[config.mk]
export PLATFORM = sky130hd
export DESIGN_NAME = sample_window
export DESIGN_NICKNAME = d
export VERILOG_FILES = /design/src/logic/lpf_pkg.sv /design/src/logic/sample_window.sv
export VERILOG_INCLUDE_DIRS = /design/src /design/src/include
export SDC_FILE = /design/constraint.sdc
export NUM_CORES = 1
export LEC_CHECK = 0
export BUFFER_PORTS_ARGS = -buffer_cell sky130_fd_sc_hd__buf_2
export CAP_MARGIN = 10
export CORE_AREA = 2 2 227 229
export DETAILED_ROUTE_END_ITERATION = 6
export DIE_AREA = 0 0 229 231
export PLACE_DENSITY = 0.5
export SYNTH_ARGS = -nofsm -noshare
export SYNTH_HDL_FRONTEND = slang
export SYNTH_SLANG_ARGS = --single-unit
[constraint.sdc]
create_clock -name clk_i -period 0.8 [get_ports clk_i]
set_input_delay 0.04 -clock clk_i [delete_from_list [all_inputs] [get_ports clk_i]]
set_output_delay 0.04 -clock clk_i [all_outputs]
set_load 0.005 [all_outputs]
[src/include/lpf_config.svh]
`ifndef LPF_CONFIG_SVH
`define LPF_CONFIG_SVH

// Samples per block, one per lane every clock
`define LPF_NSAMPS 8

// Signed sample width at input and output
`define LPF_NBITS 12

// Past blocks kept for the tap window
`define LPF_NHIST 4

// Non-zero mirror tap pairs of the half-band set
`define LPF_NPAIRS 8

// Coefficient width, Q3.15
`define LPF_COEF_W 18

// Accumulator width, Q24.24 style headroom
`define LPF_ACC_W 48

// Fraction bits dropped when slicing the output
`define LPF_OUT_SHIFT 15

`endif
[src/logic/lpf_pkg.sv]
`include "lpf_config.svh"

package lpf_pkg;

    ////////////////////////////////////////
    // Derived sizes
    ////////////////////////////////////////

    // Stored blocks plus the live one
    localparam int LPF_NWIN = (`LPF_NHIST + 1) * `LPF_NSAMPS;
    // Two non-zero odd taps per pair, even taps zero except the centre
    localparam int LPF_NTAPS = 4 * `LPF_NPAIRS + 1;
    localparam int LPF_CENTER = (LPF_NTAPS - 1) / 2;

    ////////////////////////////////////////
    // Data types
    ////////////////////////////////////////

    typedef logic signed [`LPF_NBITS-1:0] sample_t;

    // Lane 0 holds the oldest sample of the block
    typedef sample_t [`LPF_NSAMPS-1:0] block_t;

    // Position 0 is the oldest sample, top position the newest
    typedef sample_t [LPF_NWIN-1:0] window_t;

    // One extra bit for the sum of two mirror samples
    typedef logic signed [`LPF_NBITS:0] pair_t;

    typedef struct packed {
        pair_t [`LPF_NPAIRS-1:0] pairs;
        sample_t                 center;
    } folded_t;

    typedef logic signed [`LPF_COEF_W-1:0] coef_t;
    typedef logic signed [`LPF_ACC_W-1:0] acc_t;

    // Entry m weights taps 2m+1 and 31-2m, Q3.15
    // Centre tap 16 is one half and is done as a shift
    localparam coef_t lpf_coef [`LPF_NPAIRS] = '{
        -18'sd23, 18'sd105, -18'sd526, 18'sd263,
        -18'sd949, 18'sd1672, -18'sd3216, 18'sd10342
    };

endpackage

[src/logic/sample_window.sv]
`timescale 1ns/1ps

`include "lpf_config.svh"

module sample_window
    import lpf_pkg::*;
(
    input  logic    clk_i,
    input  logic    reset_i,
    input  block_t  blk_i,
    output window_t win_o
);

    ////////////////////////////////////////
    // Block history
    ////////////////////////////////////////

    // Index 0 is the oldest stored block
    block_t [`LPF_NHIST-1:0] hist_q;

    // One block in, oldest block out, every clock
    always_ff @(posedge clk_i) begin
        if (reset_i) begin
            hist_q <= '0;
        end else begin
            hist_q <= {blk_i, hist_q[`LPF_NHIST-1:1]};
        end
    end

    ////////////////////////////////////////
    // Tap window
    ////////////////////////////////////////

    // Live block on top so the newest sample sits at the highest position
    assign win_o = {blk_i, hist_q};

    // Unknown input would spread through every lane for four blocks
    a_blk_known: assert property (
        @(posedge clk_i) disable iff (reset_i)
        !$isunknown(blk_i)
    ) else $error("sample_window: unknown bits on blk_i");

endmodule

==> flow_summary_export.csv <==
group,metric,value,unit
run_status,status,"complete, but fails checks",
run_status,violations,"setup timing",
logic_synthesis,ys_seq_area_frac,0.6411,
placement,port_buffers,577,
timing,max_freq,0.9262,GHz
cts,cts_tree,"yes",
timing,setup_viol,384,
critical_path,critical_path_class,"flop to primary output",
timing,tightest_slew,0.4396,ns
floorplan,die_area,52900,sq um
routing,viasPerCell,3.558,
logic_synthesis,ys_warn_count,0,
floorplan,dieHeight,231,um
timing,hold-worst-slack,0.02151,ns
placement,dpl_worst_slack,-0.005562,ns
cts,cts_buffers,43,
global_route,grt_overflow,0,
layout,final_core_util,0.3853,
logic_synthesis,netlist_area,11990,sq um
logic_synthesis,synth.distinct_cells,8,
cts,h-tree-depth,2,
cts,clk_latency,0.54,ns
critical_path,worstSetupEndpointType,"primary output",
timing,finalHoldViolations,0,
logic_synthesis,synth_area_per_cell,13.22,sq um
critical_path,worst-path-buf-inv,1,
floorplan,start_util,0.2366,
critical_path,required,0.76,ns
routing,first_pass_iters,4,
layout,multi_input_area,3103,sq um
timing,period_needed,1.080,ns
global_route,grt_pass1_vias,8301,
job,maxCapViolCount,0,
critical_path,critPathMaxFanout,2,
layout,syn_to_final_growth,62.85,%
routing,first_iter_violations,151,
global_route,grt_use_total,0.1208,
critical_path,cp_slowest_stage_delay,0.37,ns
critical_path,crit_family,"flip-flops",
timing,grt_setup_unrepaired,"yes",
pwr,max-vdd-ir-drop,1.768,mV
cts,clkSinkCount,384,
pwr,p_leak,0.008783,uW
routing,wl_per_cell,14.79,um
pwr,p_per_area,2214,nW/um^2
routing,post-route-drc-count,0,
floorplan,die_width,229,um
timing,relSlewSlack,0.7069,
cts,cts_root_buffer,"clkbuf_16",
layout,final_cells,2276,
logic_synthesis,synthCells,907,
layout,finalNetCount,1660,
timing,period_share,1.350,
global_route,antenna_found_initial,2,
critical_path,critPathLaunchType,"flop",
logic_synthesis,synth_top_area_frac,0.6411,
layout,seqCellArea,8103,sq um
floorplan,core_area,50680,sq um
layout,largest_reg_flops,384,
floorplan,ios,578,
critical_path,critical_path.slowest_cell,"dfxtp_2",
critical_path,crit_chain,"buf_2",
routing,ant_nets,0,
placement,post-dp-hpwl,24880,um
worst_hold_path,min_path_type,"input pin to flop",
timing,setup_ws,-0.2797,ns
global_route,grt_first_pass_wirelength,49310,um
timing,tns,-80.92,ns
timing,final_max_slew_viol_count,0,
layout,drive_gt1_frac,0.8270,
placement,place_inst,2063,
logic_synthesis,synth_largest_area_cell,"dfxtp_1",
routing,vias,8098,
cts,path_clk_slew,0.06,ns
logic_synthesis,yosys-top-cells-area,"dfxtp_1, nor2b_2, buf_4, nor2b_1, buf_6",
floorplan,fp-row-count,83,
routing,drt_wl_total,33650,um
placement,gp_congestion,0.8184,
cts,clockBufferDepth,3,
layout,fillers,4985,
logic_synthesis,ys_ff_latch,384,
logic_synthesis,syn_nets,1005,
timing,clock_skew,0.008278,ns
global_route,grt_max_degree,30,
critical_path,arrival,1.04,ns
-- what timing repair did --
item,in CTS,in global routing
gates resized for setup,445,124
endpoints found under the hold margin,151,0
buffers inserted,24,10
hold buffers,106,0
endpoints found under the setup margin,384,623
-- final timing paths --
check | slack [ns] | to | depth (start not counted) | start
worst min register to register | 0.45 | win_o[101] | 1 | win_o[197]
worst max-delay path | -0.28 | win_o[346] | 1 | win_o[346]
worst min-delay path | 0.02 | win_o[103] | 4 | reset_i
worst max register to register | 0.03 | win_o[46] | 3 | win_o[142]
-- logic make-up (layout without fill, tap and decap cells) --
kind of cell	Yosys count	after routing	share of synthesized area
DFF	384	384	0.6411
other	0	1	0
and+or+nand+nor	384	384	0.2577
buffers and inverters	139	827	0.1011
-- cell usage after synthesis, drive strengths merged --
cell,instances
nor2b,384
dfxtp,384
buf,139
-- per-stage QoR --
stage | cell area (sq um) | total power, uW
floorplan | 11990 | 22050
global placement | 14960 | 23290
detailed placement | 14960 | 23300
CTS | 19030 | 43790
global route | 19520 | 45040
finish | 19530 | 43230
-- worst reg2reg max path: cells and delay by family (launching register included) --
| family | cells | cell delay [ns] |
|---|---|---|
| buf+inv | 2 | 0.23 |
| simple gates | 1 | 0.11 |
| flops | 1 | 0.33 |
-- routing by layer --
metal	vias to the layer above	GRT usage	wire length, um
met5	-	0	0
met1	3799	0.1481	13920
met3	53	0.03273	1944
met2	263	0.2044	17000
met4	0	0.04119	784
li1	3983	-	-
-- cell type report --
cell class                      count  area share
Sequential cell                   384      0.4150
Clock inverter                     15    0.006216
Multi-Input combinational cell    384      0.1589
Clock buffer                       63     0.06574
Tap cell                          680     0.04357
Timing Repair Buffer              749      0.3105
Antenna cell                        1   0.0001282
-- cells in the final DEF (no fill, tap or decap) --
master,synthesis,layout
buf_12,1,12
buf_2,2,342
buf_4,96,58
buf_6,37,235
buf_8,3,1
bufinv_16,0,1
clkbuf_1,0,9
clkbuf_16,0,45
clkbuf_8,0,9
clkinv_2,0,10
clkinv_4,0,1
clkinv_8,0,1
clkinvlp_4,0,1
dfxtp_1,384,58
dfxtp_2,0,323
dfxtp_4,0,3
diode_2,0,1
dlygate4sd3_1,0,100
dlymetal6s4s_1,0,1
inv_6,0,1
nor2b_1,109,108
nor2b_2,275,274
nor2b_4,0,2
-- power by group --
part | internal (uW) | switching, uW
combinational | 2310 | 1390
sequential | 19900 | 406
clock | 11500 | 7730
Power figures use the tool's default switching activity.
