**config.mk**
```make
export PLATFORM = sky130hd
export DESIGN_NAME = coeff_mac
export DESIGN_NICKNAME = d
export VERILOG_FILES = /design/src/logic/lpf_pkg.sv /design/src/logic/coeff_mac.sv
export VERILOG_INCLUDE_DIRS = /design/src /design/src/include
export SDC_FILE = /design/constraint.sdc
export NUM_CORES = 2
export LEC_CHECK = 0
export BUFFER_PORTS_ARGS = -buffer_cell sky130_fd_sc_hd__buf_2
export CORE_MARGIN = 8
export CORE_UTILIZATION = 60
export CTS_BUF_LIST = sky130_fd_sc_hd__clkbuf_2 sky130_fd_sc_hd__clkbuf_4 sky130_fd_sc_hd__clkbuf_8
export DETAILED_ROUTE_END_ITERATION = 10
export PLACE_DENSITY = 0.82
export REMOVE_ABC_BUFFERS = 1
export SYNTH_ARGS = -nofsm -noshare
export SYNTH_HDL_FRONTEND = slang
export SYNTH_SLANG_ARGS = --single-unit
```
**constraint.sdc**
```tcl
create_clock -name clk_i -period 5.7 [get_ports clk_i]
set_input_delay 0.285 -clock clk_i [delete_from_list [all_inputs] [get_ports clk_i]]
set_output_delay 0.285 -clock clk_i [all_outputs]
set_load 0.02 [all_outputs]
```
**src/include/lpf_config.svh**
```systemverilog
`ifndef LPF_CONFIG_SVH
`define LPF_CONFIG_SVH

// Samples per block, one per lane every clock
`define LPF_NSAMPS 8

// Signed sample width at input and output
`define LPF_NBITS 12

// Past blocks kept for the tap window
`define LPF_NHIST 4

// Non-zero mirror tap pairs of the half-band set
`define LPF_NPAIRS 8

// Coefficient width, Q3.15
`define LPF_COEF_W 18

// Accumulator width, Q24.24 style headroom
`define LPF_ACC_W 48

// Fraction bits dropped when slicing the output
`define LPF_OUT_SHIFT 15

`endif
```
**src/logic/lpf_pkg.sv**
```systemverilog
`include "lpf_config.svh"

package lpf_pkg;

    ////////////////////////////////////////
    // Derived sizes
    ////////////////////////////////////////

    // Stored blocks plus the live one
    localparam int LPF_NWIN = (`LPF_NHIST + 1) * `LPF_NSAMPS;
    // Two non-zero odd taps per pair, even taps zero except the centre
    localparam int LPF_NTAPS = 4 * `LPF_NPAIRS + 1;
    localparam int LPF_CENTER = (LPF_NTAPS - 1) / 2;

    ////////////////////////////////////////
    // Data types
    ////////////////////////////////////////

    typedef logic signed [`LPF_NBITS-1:0] sample_t;

    // Lane 0 holds the oldest sample of the block
    typedef sample_t [`LPF_NSAMPS-1:0] block_t;

    // Position 0 is the oldest sample, top position the newest
    typedef sample_t [LPF_NWIN-1:0] window_t;

    // One extra bit for the sum of two mirror samples
    typedef logic signed [`LPF_NBITS:0] pair_t;

    typedef struct packed {
        pair_t [`LPF_NPAIRS-1:0] pairs;
        sample_t                 center;
    } folded_t;

    typedef logic signed [`LPF_COEF_W-1:0] coef_t;
    typedef logic signed [`LPF_ACC_W-1:0] acc_t;

    // Entry m weights taps 2m+1 and 31-2m, Q3.15
    // Centre tap 16 is one half and is done as a shift
    localparam coef_t lpf_coef [`LPF_NPAIRS] = '{
        -18'sd23, 18'sd105, -18'sd526, 18'sd263,
        -18'sd949, 18'sd1672, -18'sd3216, 18'sd10342
    };

endpackage

```
**src/logic/coeff_mac.sv**
```systemverilog
`timescale 1ns/1ps

`include "lpf_config.svh"

module coeff_mac
    import lpf_pkg::*;
(
    input  logic    clk_i,
    input  logic    reset_i,
    input  folded_t fold_i,
    output sample_t y_o
);

    // Centre weight is one half in Q.15, so one bit short of the output shift
    localparam int CENTER_SHIFT = `LPF_OUT_SHIFT - 1;

    // Worst case of 12-bit inputs against this coefficient set stays below 2^30
    localparam int SUM_BITS = 31;

    ////////////////////////////////////////
    // Product stage
    ////////////////////////////////////////

    acc_t    prod_q [`LPF_NPAIRS];
    // Centre sample rides along with the products
    sample_t center_q;

    always_ff @(posedge clk_i) begin
        if (reset_i) begin
            for (int m = 0; m < `LPF_NPAIRS; m++) begin
                prod_q[m] <= '0;
            end
            center_q <= '0;
        end else begin
            for (int m = 0; m < `LPF_NPAIRS; m++) begin
                prod_q[m] <= fold_i.pairs[m] * lpf_coef[m];
            end
            center_q <= fold_i.center;
        end
    end

    ////////////////////////////////////////
    // Sum stage
    ////////////////////////////////////////

    acc_t sum_d;
    acc_t sum_q;

    always_comb begin
        // Centre tap as a shift, sign kept by the cast
        sum_d = acc_t'(center_q) <<< CENTER_SHIFT;
        for (int m = 0; m < `LPF_NPAIRS; m++) begin
            sum_d = sum_d + prod_q[m];
        end
    end

    always_ff @(posedge clk_i) begin
        if (reset_i) begin
            sum_q <= '0;
        end else begin
            sum_q <= sum_d;
        end
    end

    // Integer part of the Q.15 sum
    // Dropping low bits floors the value, dropping high bits wraps it
    assign y_o = sum_q[`LPF_OUT_SHIFT +: `LPF_NBITS];

    // Upper accumulator bits must all copy the sign
    a_sum_range: assert property (
        @(posedge clk_i) disable iff (reset_i)
        (&sum_q[`LPF_ACC_W-1:SUM_BITS-1]) || !(|sum_q[`LPF_ACC_W-1:SUM_BITS-1])
    ) else $error("coeff_mac: sum %0d exceeds %0d bits", sum_q, SUM_BITS);

endmodule

```
==> flow_summary.json <==
{
  "layout_common_cells": "inv_1, ha_1, fa_1",
  "period_share_pct": 86.6,
  "clock_skew_ns": 0.0146,
  "grt_pass1_wl_um": 103000,
  "postCtsSetupBuffers": 0,
  "path_max_fanout": 3,
  "grt_max_degree": 73,
  "crit_slowest_cell": "fa_1",
  "regToRegSetupSlack_ns": 0.76,
  "critPathTopFamily": "adder cells",
  "clock_path_buffers": 3,
  "cts_buffers": 38,
  "start_util_pct": 60.3,
  "max_freq_mhz": 203,
  "path_cells": "inv_1 > fa_1 > inv_1 > fa_1 > fa_1 > inv_1 > fa_1 > inv_1 > ha_1 > and3_1 > a221o_1 > a31o_1 > o211ai_2 > nand3_2 > a211o_1 > a211oi_2 > nor4_1",
  "fillCellCount": 3732,
  "grt_use_total_pct": 23.5,
  "io_buffers": 129,
  "vias": 19692,
  "row_count": 80,
  "startpoint_type": "flop",
  "synth_edf_count": 0,
  "endpoint_kind": "flop",
  "finalSetupViolations": 0,
  "multi_input_area_um2": 21200,
  "fin_setup_tns_ns": 0,
  "final_common_cell": "inv_1",
  "cts.sinks": 204,
  "dieHeight_um": 234,
  "antenna_found_initial": 7,
  "status": "finished clean",
  "maxCapViolCount": 0,
  "syn-mean-instance-area_um2": 9.52,
  "htree_num_levels": 2,
  "drtPass1Iterations": 5,
  "worst_pin_slew_ns": 0.799,
  "area.growth.synth_to_final_pct": 7.90,
  "drive_gt1_share_pct": 7.51,
  "area.sequential_um2": 4080,
  "wl_per_cell_um": 16.1,
  "syn_inst": 3001,
  "hp-class": "in -> reg",
  "clkLatencyLatePin_ns": 0.55,
  "finalWeightedCongestion": 0.916,
  "wl_um": 61100,
  "die_area_um2": 54900,
  "critPathBufInv": 4,
  "arrival_ns": 5.32,
  "synth.yosys.seq_area_share_pct": 14.3,
  "grt_overflow": 0,
  "via_per_inst": 5.18,
  "clk_transition_reported_paths_ns": 0.06,
  "die_w_um": 234,
  "finalNetCount": 4261,
  "async_reset_ff_share_pct": 0,
  "ant_nets": 0,
  "synth-seq-cells": 204,
  "ios": 130,
  "grt_pass1_vias": 21171,
  "drtIter0Drc": 969,
  "dpl.hpwl_um": 53300,
  "synth_cell_types": 67,
  "clockRootBuffer": "clkbuf_8",
  "critical_path_class": "reg -> reg",
  "hold_violations": 0,
  "cp.required_ns": 6.08,
  "slew_headroom_pct": 45.4,
  "fin_crit_ns": 4.94,
  "drv_slew": 0,
  "yosys_warnings": 0,
  "drc": 0,
  "ys.flop_type": "dfxtp_1",
  "cts_tree": "yes",
  "core_um2": 47300,
  "max_stage_delay_ns": 0.53,
  "rsz0062_at_grt": "no",
  "synth_area_um2": 28600
}
## synth_stat cells, types with 3 or more instances
cell	instances	area (um^2)
nor4_1	4	25.0
a31o_2	3	26.3
nor2_1	172	646
nor3_1	37	185
o21ai_0	35	175
inv_1	853	3200
a211oi_1	16	120
nand4_1	11	68.8
nand2_1	48	180
nor2b_1	71	444
o21a_1	14	105
a211o_1	4	35.0
nand3_1	17	85.1
a311oi_1	3	26.3
dfxtp_1	204	4080
and2_1	8	50.1
or2_2	9	56.3
a2111oi_0	4	35.0
o21bai_1	16	120
a41oi_1	3	26.3
and3_1	19	119
a21o_1	57	428
o31ai_1	7	52.6
nand2b_1	13	81.3
a31oi_1	15	93.8
o21ai_1	4	20.0
xnor2_1	93	815
fa_1	392	7850
clkbuf_1	25	93.8
mux2i_1	6	60.1
xor2_1	69	604
ha_1	594	7430
o211ai_1	11	82.6
or3_1	10	62.6
a21oi_1	94	470
mux2_2	21	236
## final cells by class
cell class,count,share of cell area [%]
Clock inverter,12,0.430
Antenna cell,3,0.0244
Inverter,853,10.4
Timing Repair Buffer,143,2.54
Sequential cell,204,13.2
Multi-Input combinational cell,1917,68.6
Clock buffer,53,2.22
Tap cell,615,2.50
## layer usage
metal / track usage (%) / wire (um)
met2: 41.4 / 30200
met4: 7.93 / 2140
met3: 2.87 / 2630
met1: 29.7 / 26100
met5: 0 / 44
## sequential cells by signal, indices dropped and copies added (netlist names)
signal,cells
center_q,12
prod_q,180
sum_q,12
## worst paths after layout
check	from	to	cells after the start
max	prod_q[0][10]$_SDFF_PP0_	sum_q[24]$_SDFF_PP0_	17
min	fold_i[3]	center_q[3]$_SDFF_PP0_	2
max reg2reg	prod_q[0][10]$_SDFF_PP0_	sum_q[24]$_SDFF_PP0_	17
min reg2reg	prod_q[0][362]$_SDFF_PP0_	sum_q[26]$_SDFF_PP0_	6
## per-stage QoR
| step | setup WS, ns | cell area, um^2 | std cells | utilization [%] | hold slack (ns) |
|---|---|---|---|---|---|
| 6_report | 0.764 | 30800 | 3800 | 65.1 | 0.0282 |
| 5_1_grt | 0.588 | 30800 | 3800 | 65.1 | 0.00975 |
| 2_1_floorplan | 0.869 | 28400 | 2974 | - | 0.352 |
| 4_1_cts | 0.778 | 30800 | 3797 | 65.1 | 0.00579 |
| 3_3_place_gp | 0.401 | 29900 | 3721 | 63.1 | 0.500 |
| 3_5_place_dp | 0.370 | 29900 | 3721 | 63.1 | 0.502 |
## kinds of logic (layout without fill, tap and decap cells)
group | Yosys count | in the layout | synth area share, %
fa+ha+maj | 986 | 986 | 53.5
buf+inv | 880 | 1061 | 11.6
simple gates | 434 | 434 | 7.48
compound gates | 308 | 308 | 7.12
flops | 204 | 204 | 14.3
xor+xnor | 162 | 162 | 4.97
mux | 27 | 27 | 1.04
other cells | 0 | 3 | 0
## repair_timing
action	CTS	global route
hold buffers	11	0
endpoints found under the setup margin	0	0
resized for setup	0	0
hold endpoints to repair	11	0
Power is left out: the tool's default activity adds up to more than one toggle a clock period on the data nets, which glitch-free logic cannot reach.
