### src/include/lpf_config.svh
`ifndef LPF_CONFIG_SVH
`define LPF_CONFIG_SVH

// Samples per block, one per lane every clock
`define LPF_NSAMPS 8

// Signed sample width at input and output
`define LPF_NBITS 12

// Past blocks kept for the tap window
`define LPF_NHIST 4

// Non-zero mirror tap pairs of the half-band set
`define LPF_NPAIRS 8

// Coefficient width, Q3.15
`define LPF_COEF_W 18

// Accumulator width, Q24.24 style headroom
`define LPF_ACC_W 48

// Fraction bits dropped when slicing the output
`define LPF_OUT_SHIFT 15

`endif
### src/logic/lpf_pkg.sv
`include "lpf_config.svh"

package lpf_pkg;

    ////////////////////////////////////////
    // Derived sizes
    ////////////////////////////////////////

    // Stored blocks plus the live one
    localparam int LPF_NWIN = (`LPF_NHIST + 1) * `LPF_NSAMPS;
    // Two non-zero odd taps per pair, even taps zero except the centre
    localparam int LPF_NTAPS = 4 * `LPF_NPAIRS + 1;
    localparam int LPF_CENTER = (LPF_NTAPS - 1) / 2;

    ////////////////////////////////////////
    // Data types
    ////////////////////////////////////////

    typedef logic signed [`LPF_NBITS-1:0] sample_t;

    // Lane 0 holds the oldest sample of the block
    typedef sample_t [`LPF_NSAMPS-1:0] block_t;

    // Position 0 is the oldest sample, top position the newest
    typedef sample_t [LPF_NWIN-1:0] window_t;

    // One extra bit for the sum of two mirror samples
    typedef logic signed [`LPF_NBITS:0] pair_t;

    typedef struct packed {
        pair_t [`LPF_NPAIRS-1:0] pairs;
        sample_t                 center;
    } folded_t;

    typedef logic signed [`LPF_COEF_W-1:0] coef_t;
    typedef logic signed [`LPF_ACC_W-1:0] acc_t;

    // Entry m weights taps 2m+1 and 31-2m, Q3.15
    // Centre tap 16 is one half and is done as a shift
    localparam coef_t lpf_coef [`LPF_NPAIRS] = '{
        -18'sd23, 18'sd105, -18'sd526, 18'sd263,
        -18'sd949, 18'sd1672, -18'sd3216, 18'sd10342
    };

endpackage

### src/logic/fold_preadd.sv
`timescale 1ns/1ps

`include "lpf_config.svh"

module fold_preadd
    import lpf_pkg::*;
#(
    parameter int LANE = 0
) (
    input  logic    clk_i,
    input  logic    reset_i,
    input  window_t win_i,
    output folded_t fold_o
);

    // Window position of x[t] for this lane, tap k sits at NEWEST - k
    localparam int NEWEST = LANE + `LPF_NHIST * `LPF_NSAMPS;

    if (LANE < 0 || LANE >= `LPF_NSAMPS) begin : g_bad_lane
        $error("fold_preadd: LANE %0d outside 0..%0d", LANE, `LPF_NSAMPS - 1);
    end

    if (LPF_NTAPS - 1 > `LPF_NHIST * `LPF_NSAMPS) begin : g_short_hist
        $error("fold_preadd: history too short for %0d taps", LPF_NTAPS);
    end

    ////////////////////////////////////////
    // Mirror pair sums
    ////////////////////////////////////////

    folded_t fold_d;

    always_comb begin
        for (int m = 0; m < `LPF_NPAIRS; m++) begin
            // Taps 2m+1 and NTAPS-2-2m share one coefficient
            fold_d.pairs[m] = pair_t'(win_i[NEWEST - (2 * m + 1)])
                            + pair_t'(win_i[NEWEST - (LPF_NTAPS - 2 - 2 * m)]);
        end
        // Centre tap goes through unfolded
        fold_d.center = win_i[NEWEST - LPF_CENTER];
    end

    ////////////////////////////////////////
    // Pre-add register
    ////////////////////////////////////////

    always_ff @(posedge clk_i) begin
        if (reset_i) begin
            fold_o <= '0;
        end else begin
            fold_o <= fold_d;
        end
    end

endmodule

### config.mk
export PLATFORM = sky130hd
export DESIGN_NAME = fold_preadd
export DESIGN_NICKNAME = d
export VERILOG_FILES = /design/src/logic/lpf_pkg.sv /design/src/logic/fold_preadd.sv
export VERILOG_INCLUDE_DIRS = /design/src /design/src/include
export SDC_FILE = /design/constraint.sdc
export NUM_CORES = 1
export LEC_CHECK = 0
export BUFFER_PORTS_ARGS = -buffer_cell sky130_fd_sc_hd__buf_2
export CORE_AREA = 2 2 233 235
export CTS_CLUSTER_DIAMETER = 60
export DETAILED_ROUTE_END_ITERATION = 6
export DIE_AREA = 0 0 235 237
export GPL_TIMING_DRIVEN = 0
export PLACE_DENSITY = 0.47
export SYNTH_ARGS = -nofsm -noshare
export SYNTH_HDL_FRONTEND = slang
export SYNTH_SLANG_ARGS = --single-unit
### constraint.sdc
create_clock -name clk_i -period 2.6 [get_ports clk_i]
set_input_delay 0.26 -clock clk_i [delete_from_list [all_inputs] [get_ports clk_i]]
set_output_delay 0.26 -clock clk_i [all_outputs]
set_load 0.01 [all_outputs]
==> results.yml, run 1 <==
outcome:
  status: "finished clean"
setup_path:
  cp_top_family: "compound AO/OA/AOI/OAI gates"
  cp_data_arrival_time_ps: 2590
  path_max_fanout: 4
  slowest_stage: "a211oi_1"
  path_class: "input pin to flop"
  crit_path_frequent_cell: "a211oi_1"
  worstSetupStartpointType: "input pin"
  cp.required_ps: 2960
  cp_cell_sequence: "buf_2, ha_1, fa_1, a211oi_1, o21ai_1, a211oi_1, o31a_1, mux2_2"
  crit_path_max_incr_delay_ps: 540
  cp-end-kind: "flop"
  path_buf_inv: 1
route:
  routed_wl_um: 30900
  drcViolationCount: 0
  viasPerCell: 3.91
  vias: 7296
  drt_iter0_drc: 221
  ant_nets: 0
  drt_pre_antenna_iters: 4
  wl_per_cell_um: 16.6
timing:
  finalCriticalPeriod_ps: 2230
  relSlewSlack_pct: 17.0
  max_freq_mhz: 448
  grt_setup_unrepaired: "no"
  fin_crit_sh_pct: 85.8
  setup_viol: 0
  hold_violations: 0
  max_slew.worst_pin.slew_ps: 1250
  finalMaxSlewViolations: 0
placement:
  io_buffers: 320
  gp_congestion: 0.792
  dp_hpwl_um: 25200
job:
  maxCapViolCount: 0
logic_synthesis:
  synthCells: 804
  synth-async-reset-ratio_pct: 0
  netlist_top_cells_area: "dfxtp_1 (32%), ha_1 (17%), nor2_1 (5.5%)"
  synthFlopType: "dfxtp_1"
  yosysSeqAreaShare_pct: 32.1
  yosysMostFrequentCell: "dfxtp_1"
  syn_avg_cell_area_um2: 9.00
  synth_area_leader_cell: "dfxtp_1"
  syn-cell-area_um2: 7240
  syn_nets: 1390
  synth_top_area_share_pct: 32.1
  yosysWarnings: 0
  synth_edf_count: 0
  yosysUniqueCellTypes: 69
  synth-seq-cells: 116
  synth_commonest_cells: "dfxtp_1 (116), nor2_1 (106), ha_1 (96)"
floorplanning:
  start_util_pct: 13.6
  die_area_um2: 55700
  die_y_um: 237
  die_x_um: 235
  rows: 85
  core_um2: 53300
  io_pins: 598
finish:
  num-fill-cells: 5942
  fin_util_pct: 19.6
  drive_gt1_share_pct: 33.1
  largest_register_ffs: 116
  nets: 1740
  regMostFlops: "fold_o"
  areaGrowthSynthToFinish_pct: 44.2
  top_regs: "fold_o (116)"
cts:
  cts_max_level: 4
  clk_pin_slew_ps: 60
  cts_buffers: 17
  cts.sinks: 116
  postCtsSetupBuffers: 0
  clk_path_buf_depth: 2
  cts-root-buf: "clkbuf_16"
  cts_tree: "yes"
global_route:
  antenna_found_initial: 15
  overflow: 0
  track_usage_pct: 11.1
  grt_first_pass_wirelength_um: 44600
  grt_pass1_vias: 7227
  grt_max_degree: 17
power:
  ir_worst_vdd_mv: 0.494
  p_per_area_nw_per_um2: 607
  finalPower_mw: 6.33
  power_leakage_nw: 4.92
hold_path:
  hold_path_class: "input pin to flop"
## cell families after synthesis
logic type	count (synthesis)	synth area share [%]
DFF	116	32.1
adders and majority gates	104	18.8
xor gates and xnor gates	36	4.36
buffers and inverters	32	1.69
and+or+nand+nor	281	19.8
AOI/OAI and AO/OA	215	20.2
muxes	20	3.09
## routing by layer
| layer | up-vias | GRT usage (%) | part of all wire, % |
|---|---|---|---|
| li1 | 3645 | - | - |
| met1 | 3388 | 14.0 | 46 |
| met2 | 227 | 17.4 | 45 |
| met3 | 30 | 3.78 | 6.6 |
| met4 | 6 | 4.20 | 1.8 |
| met5 | - | 0 | 0.13 |
## final timing paths
path       start     endpoint  cells past startpoint
min   win_i[202]   fold_o[10]                      2
max   win_i[180]  fold_o[113]                      8
## cell type report
class / count / area (µm²) / area share, %
buffer: 17 / 68.8 / 0.659
clock inverter: 11 / 158 / 1.51
clock buffer: 21 / 450 / 4.32
antenna: 2 / 5.00 / 0.0480
inverter: 15 / 56.3 / 0.540
sequential: 116 / 2320 / 22.3
timing repair buffer: 331 / 1710 / 16.4
multi-input combinational: 656 / 4790 / 45.9
tap: 696 / 871 / 8.34
## where the power goes
group          switching [mW]  internal (mW)
registers              0.0560           1.99
clock network           0.938           1.61
logic                   0.962          0.775
## timing repair
| action | CTS | global route |
|---|---|---|
| gates resized for setup | 1 | 0 |
| hold endpoints to repair | 11 | 0 |
| hold buffers | 11 | 0 |
| endpoints found under the setup margin | 9 | 0 |
## placed cells by master, fill, tap and decap left out, types with 17 or more instances in the layout
cell | netlist | final
xor2_1 | 19 | 19
o21a_1 | 18 | 18
nor3_1 | 29 | 29
dfxtp_1 | 116 | 116
o21ai_0 | 34 | 34
nor2_1 | 106 | 106
a21oi_1 | 44 | 44
a211oi_1 | 25 | 25
ha_1 | 96 | 96
a21o_1 | 27 | 27
clkbuf_16 | 0 | 17
nand2_1 | 23 | 23
buf_2 | 2 | 322
nor2b_1 | 50 | 50
xnor2_1 | 17 | 17
## through the flow
stage	area, µm²	setup slack, ps	cells	TNS [ps]	hold WS [ps]
finish	10400	369	1865	0	69.5
global placement	9710	-471	1820	-15770	468
floorplan	7240	381	804	0	388
CTS	10400	41.1	1863	0	13.0
global route	10400	41.6	1864	0	35.3
detailed placement	9710	-605	1820	-15150	480
Note: power is estimated with default switching activity, not from simulation.
==> run 2, diff against run 1 <==
--- a/config.mk
+++ b/config.mk
@@ -13,6 +13,7 @@
 export DIE_AREA = 0 0 235 237
 export GPL_TIMING_DRIVEN = 0
 export PLACE_DENSITY = 0.47
+export RECOVER_POWER = 50
 export SYNTH_ARGS = -nofsm -noshare
 export SYNTH_HDL_FRONTEND = slang
 export SYNTH_SLANG_ARGS = --single-unit
==> run 2 against run 1 <==
Total power decreased by 0.78%. Wire length grew 0.19%. Global-route usage did not move. Worst hold slack improved by 0.61 ps. Fmax is essentially flat. Sequential share of layout area is 0.31 points higher. Worst setup slack got worse by 1.4 ps. Non-clock buffer count is the same. Combinational power shrank 3%. Largest power group unchanged. Highest routed layer unchanged.
==> results.yml, run 2 (same netlist as run 1, synthesis figures left out) <==
setup_path:
  startpoint: "reset_i"
  crit_cells: 5
  path_max_fanout: 10
  crit_path_max_incr_delay_ps: 680
  cp_cell_sequence: "clkbuf_1, buf_2, clkbuf_1, clkbuf_1, nor2_1"
  path_buf_inv: 4
  cp_data_arrival_time_ps: 2540
  cp.required_ps: 2900
  path_class: "input pin to flop"
  cp-end-kind: "flop"
  crit_path_frequent_cell: "clkbuf_1"
  worstSetupStartpointType: "input pin"
  crit_end: "fold_o[19]"
  cp_top_family: "buffers and inverters"
  slowest_stage: "clkbuf_1"
finish:
  layout_commonest_cell: "buf_2"
  final_cell_mix: "buf_2 (207), clkbuf_1 (129), dfxtp_1 (116), nor2_1 (106), ha_1 (96)"
  num-fill-cells: 5979
  areaGrowthSynthToFinish_pct: 42.2
  regMostFlops: "fold_o"
  drive_gt1_share_pct: 23.2
  top_regs: "fold_o (116)"
  nets: 1740
  largest_register_ffs: 116
power:
  finalPower_mw: 6.28
  sequentialPowerShare_pct: 32.6
  p_sw_share_pct: 31.2
  internal_power_mw: 4.32
  p_switching_mw: 1.96
  clkPwrFrac_pct: 40.6
  p_per_area_nw_per_um2: 610
  pwr-share-comb_pct: 26.8
  ir_worst_vdd_mv: 0.493
  power_leakage_nw: 4.50
job:
  maxCapViolCount: 0
timing:
  grt_setup_unrepaired: "no"
  fin_ws_ps: 367
  max_slew.worst_pin.slew_ps: 1270
  hold_violations: 0
  relSlewSlack_pct: 15.0
  fin_crit_sh_pct: 85.9
  setup_viol: 0
  finalCriticalPeriod_ps: 2230
  finalMaxSlewViolations: 0
  max_freq_mhz: 448
route:
  drt_iter0_drc: 243
  vias: 7300
  ant_nets: 0
  routed_wl_um: 31000
  drcViolationCount: 0
  drt_pre_antenna_iters: 5
  viasPerCell: 3.91
  wl_per_cell_um: 16.6
floorplanning:
  io_pins: 598
  start_util_pct: 13.6
  core_um2: 53300
  die_y_um: 237
  rows: 85
  die_area_um2: 55700
  die_x_um: 235
cts:
  cts_tree: "yes"
  clk_path_buf_depth: 2
  clk_pin_slew_ps: 60
  cts_buffers: 17
  cts-root-buf: "clkbuf_16"
  cts_max_level: 4
  cts.sinks: 116
global_route:
  grt_pass1_vias: 7227
  track_usage_pct: 11.1
  grt_max_degree: 17
  grt_first_pass_wirelength_um: 44600
  antenna_found_initial: 15
  overflow: 0
hold_path:
  hold_path_class: "input pin to flop"
  holdPathStages: 2
placement:
  dp_hpwl_um: 25200
  io_buffers: 320
  place_ws_ps: -605
  gp_congestion: 0.792
outcome:
  status: "finished clean"
## run 2: cell count changes in the layout (fill, tap and decap cells not counted)
cell and delta:
clkbuf_1 +115, buf_2 -115
## run 2: metrics by stage
step                util, %  area [µm²]  instances  setup TNS [ps]  hold WS (ps)
CTS                    19.6       10400       1863               0          13.0
global route           19.3       10300       1864               0          35.3
global placement       18.2        9710       1820          -15770           468
finish                 19.3       10300       1865               0          70.1
detailed placement     18.2        9710       1820          -15150           480
floorplan                 -        7240        804               0           388
## run 2: metal layers
metal	GRT usage, %	vias to the layer above	share of wire, %
met1	14.0	3383	46
met3	3.78	30	6.8
met4	4.20	6	1.8
met2	17.4	237	45
li1	-	3644	-
met5	0	-	0.13
## run 2: worst min path at each step
| stage | startpoint | to | slack [ps] |
|---|---|---|---|
| floorplan | win_i[192] | fold_o[0] | 390 |
| global placement | win_i[199] | fold_o[7] | 470 |
| detailed placement | win_i[199] | fold_o[7] | 480 |
| CTS | win_i[202] | fold_o[10] | 10 |
| global route | win_i[202] | fold_o[10] | 40 |
| finish | win_i[202] | fold_o[10] | 70 |
## run 2: final cells by class
cell class                 instances  area [µm²]  share of cell area [%]
multi-input combinational        656        4790                    46.6
sequential                       116        2320                    22.6
timing repair buffer             331        1570                    15.2
tap                              696         871                    8.46
clock buffer                      21         450                    4.38
clock inverter                    11         158                    1.53
buffer                            17        68.8                   0.669
inverter                          15        56.3                   0.547
antenna                            2        5.00                  0.0486
## run 2: timing repair
action                     4_1_cts  5_1_grt
hold endpoints to repair        11        0
gates resized for setup          1        0
buffers inserted                 0        0
setup endpoints to repair        9        0
hold buffers                    11        0
## run 2: power groups by stage
| stage | registers [mW] | logic (mW) | clock network (mW) |
|---|---|---|---|
| floorplan | 2.19 | 0.927 | 0 |
| global placement | 2.08 | 1.74 | 0 |
| detailed placement | 2.08 | 1.75 | 0 |
| CTS | 2.05 | 1.77 | 2.68 |
| global route | 2.07 | 1.89 | 2.75 |
| finish | 2.05 | 1.68 | 2.55 |
==> run 3, diff against run 2 <==
--- a/config.mk
+++ b/config.mk
@@ -12,6 +12,7 @@
 export DETAILED_ROUTE_END_ITERATION = 6
 export DIE_AREA = 0 0 235 237
 export GPL_TIMING_DRIVEN = 0
+export MAX_ROUTING_LAYER = met4
 export PLACE_DENSITY = 0.47
 export RECOVER_POWER = 50
 export SYNTH_ARGS = -nofsm -noshare
==> run 3 against run 2 <==
Flip-flop and latch count is the same. Critical path depth rose by 3. Clock power hardly changed. Via count is 0.27% higher. First-iteration DRC count shrank 2.5%. Highest routed layer is now met4. Die area unchanged. Combinational power barely moved. Cell area grew 0.19%. Largest power group unchanged. Non-clock buffer count unchanged. Cell count up 0.43%. Sequential power barely moved.
==> results.yml, run 3 (same netlist as run 1, synthesis figures left out) <==
setup_path:
  crit_cells: 8
  crit_path_max_incr_delay_ps: 510
  worstSetupStartpointType: "input pin"
  cp_cell_sequence: "buf_2, ha_1, fa_1, a211oi_1, o21ai_1, a211oi_1, o31a_1, mux2_2"
  path_max_fanout: 4
  cp_data_arrival_time_ps: 2580
  path_class: "input pin to flop"
  cp_top_family: "compound AO/OA/AOI/OAI gates"
  crit_path_frequent_cell: "a211oi_1"
  cp-end-kind: "flop"
  cp.required_ps: 2960
  slowest_stage: "a211oi_1"
  path_buf_inv: 1
job:
  maxCapViolCount: 0
power:
  p_per_area_nw_per_um2: 609
  sequentialPowerShare_pct: 32.6
  power_leakage_nw: 4.50
  ir_worst_vdd_mv: 0.495
  p_switching_mw: 1.96
  internal_power_mw: 4.32
  p_sw_share_pct: 31.2
  clkPwrFrac_pct: 40.6
  pwr-share-comb_pct: 26.7
timing:
  max_slew.worst_pin.slew_ps: 1270
  finalMaxSlewViolations: 0
  hold_violations: 0
  fin_crit_sh_pct: 85.7
  relSlewSlack_pct: 15.6
  tns_ps: 0
  max_freq_mhz: 449
  setup_viol: 0
  grt_setup_unrepaired: "no"
  finalCriticalPeriod_ps: 2230
cts:
  postCtsSetupBuffers: 0
  cts_tree: "yes"
  cts_buffers: 17
  clk_pin_slew_ps: 60
  cts_max_level: 4
  cts-root-buf: "clkbuf_16"
  clk_path_buf_depth: 2
  cts.sinks: 116
finish:
  largest_register_ffs: 116
  top_regs: "fold_o (116)"
  final_cell_mix: "buf_2 (207), clkbuf_1 (129), dfxtp_1 (116), nor2_1 (106), ha_1 (96)"
  fin_util_pct: 19.4
  regMostFlops: "fold_o"
  layout_commonest_cell: "buf_2"
  nets: 1740
  num-fill-cells: 5979
  drive_gt1_share_pct: 23.2
  areaGrowthSynthToFinish_pct: 42.5
route:
  wl_per_cell_um: 16.5
  viasPerCell: 3.91
  routed_wl_um: 31000
  drcViolationCount: 0
  ant_nets: 0
  vias: 7320
  drt_pre_antenna_iters: 5
  drt_iter0_drc: 237
global_route:
  grt_first_pass_wirelength_um: 44600
  antenna_found_initial: 15
  grt_pass1_vias: 7225
  track_usage_pct: 11.4
  grt_max_degree: 17
  overflow: 0
hold_path:
  min_from: "win_i[202]"
  hold_path_class: "input pin to flop"
  min_to: "fold_o[10]"
  holdPathStages: 2
floorplanning:
  core_um2: 53300
  die_y_um: 237
  io_pins: 598
  die_x_um: 235
  rows: 85
  die_area_um2: 55700
  start_util_pct: 13.6
placement:
  gp_congestion: 0.804
  io_buffers: 320
  dp_hpwl_um: 25200
outcome:
  status: "finished clean"
-- run 3: changes by cell type in the layout (fill, tap and decap cells not counted) --
cell / delta
diode_2: +8
-- run 3: how the worst max path moves through the flow --
stage,endpoint,slack (ps),start
floorplan,fold_o[113],380,win_i[180]
global placement,fold_o[19],-470,reset_i
detailed placement,fold_o[70],-610,reset_i
CTS,fold_o[19],40,reset_i
global route,fold_o[19],40,reset_i
finish,fold_o[113],370,win_i[180]
-- run 3: metrics by stage --
step                worst slack, ps  area [µm²]  hold slack (ps)  std cells  total power [mW]
finish                          373       10300             71.9       1873              6.28
global route                   41.5       10300             36.1       1870              6.72
CTS                            41.1       10400             13.0       1863              6.50
detailed placement             -605        9710              480       1820              3.83
global placement               -471        9710              468       1820              3.82
floorplan                       381        7240              388        804              3.12
-- run 3: what timing repair did --
action / 4_1_cts / 5_1_grt
hold endpoints to repair: 11 / 0
hold buffers: 11 / 0
setup endpoints to repair: 9 / 0
resized for setup: 1 / 0
-- run 3: cell type report --
cell class	instances	area, µm²	area share (%)
inverters	15	56.3	0.546
repair buffers	331	1570	15.2
well taps	696	871	8.44
clock inverters	11	158	1.53
diodes	10	25.0	0.243
flip-flops and latches	116	2320	22.5
plain buffers	17	68.8	0.667
multi-input cells	656	4790	46.5
clock buffers	21	450	4.37
-- run 3: power groups by stage --
stage,clock network [mW],logic [mW],registers [mW]
6_report,2.55,1.68,2.05
5_1_grt,2.76,1.89,2.07
4_1_cts,2.68,1.77,2.05
3_5_place_dp,0,1.75,2.08
3_3_place_gp,0,1.74,2.08
2_1_floorplan,0,0.927,2.19
-- run 3: metal layers --
metal  part of all wire, %  routed length, µm  global-route usage (%)  up-vias
li1                      -                  -                       -     3660
met1                    46              14200                    14.0     3373
met2                    45              14100                    17.3      255
met3                   7.0               2160                    3.85       32
met4                   1.8                544                    4.20        0
met5                     0                  0                       -        -
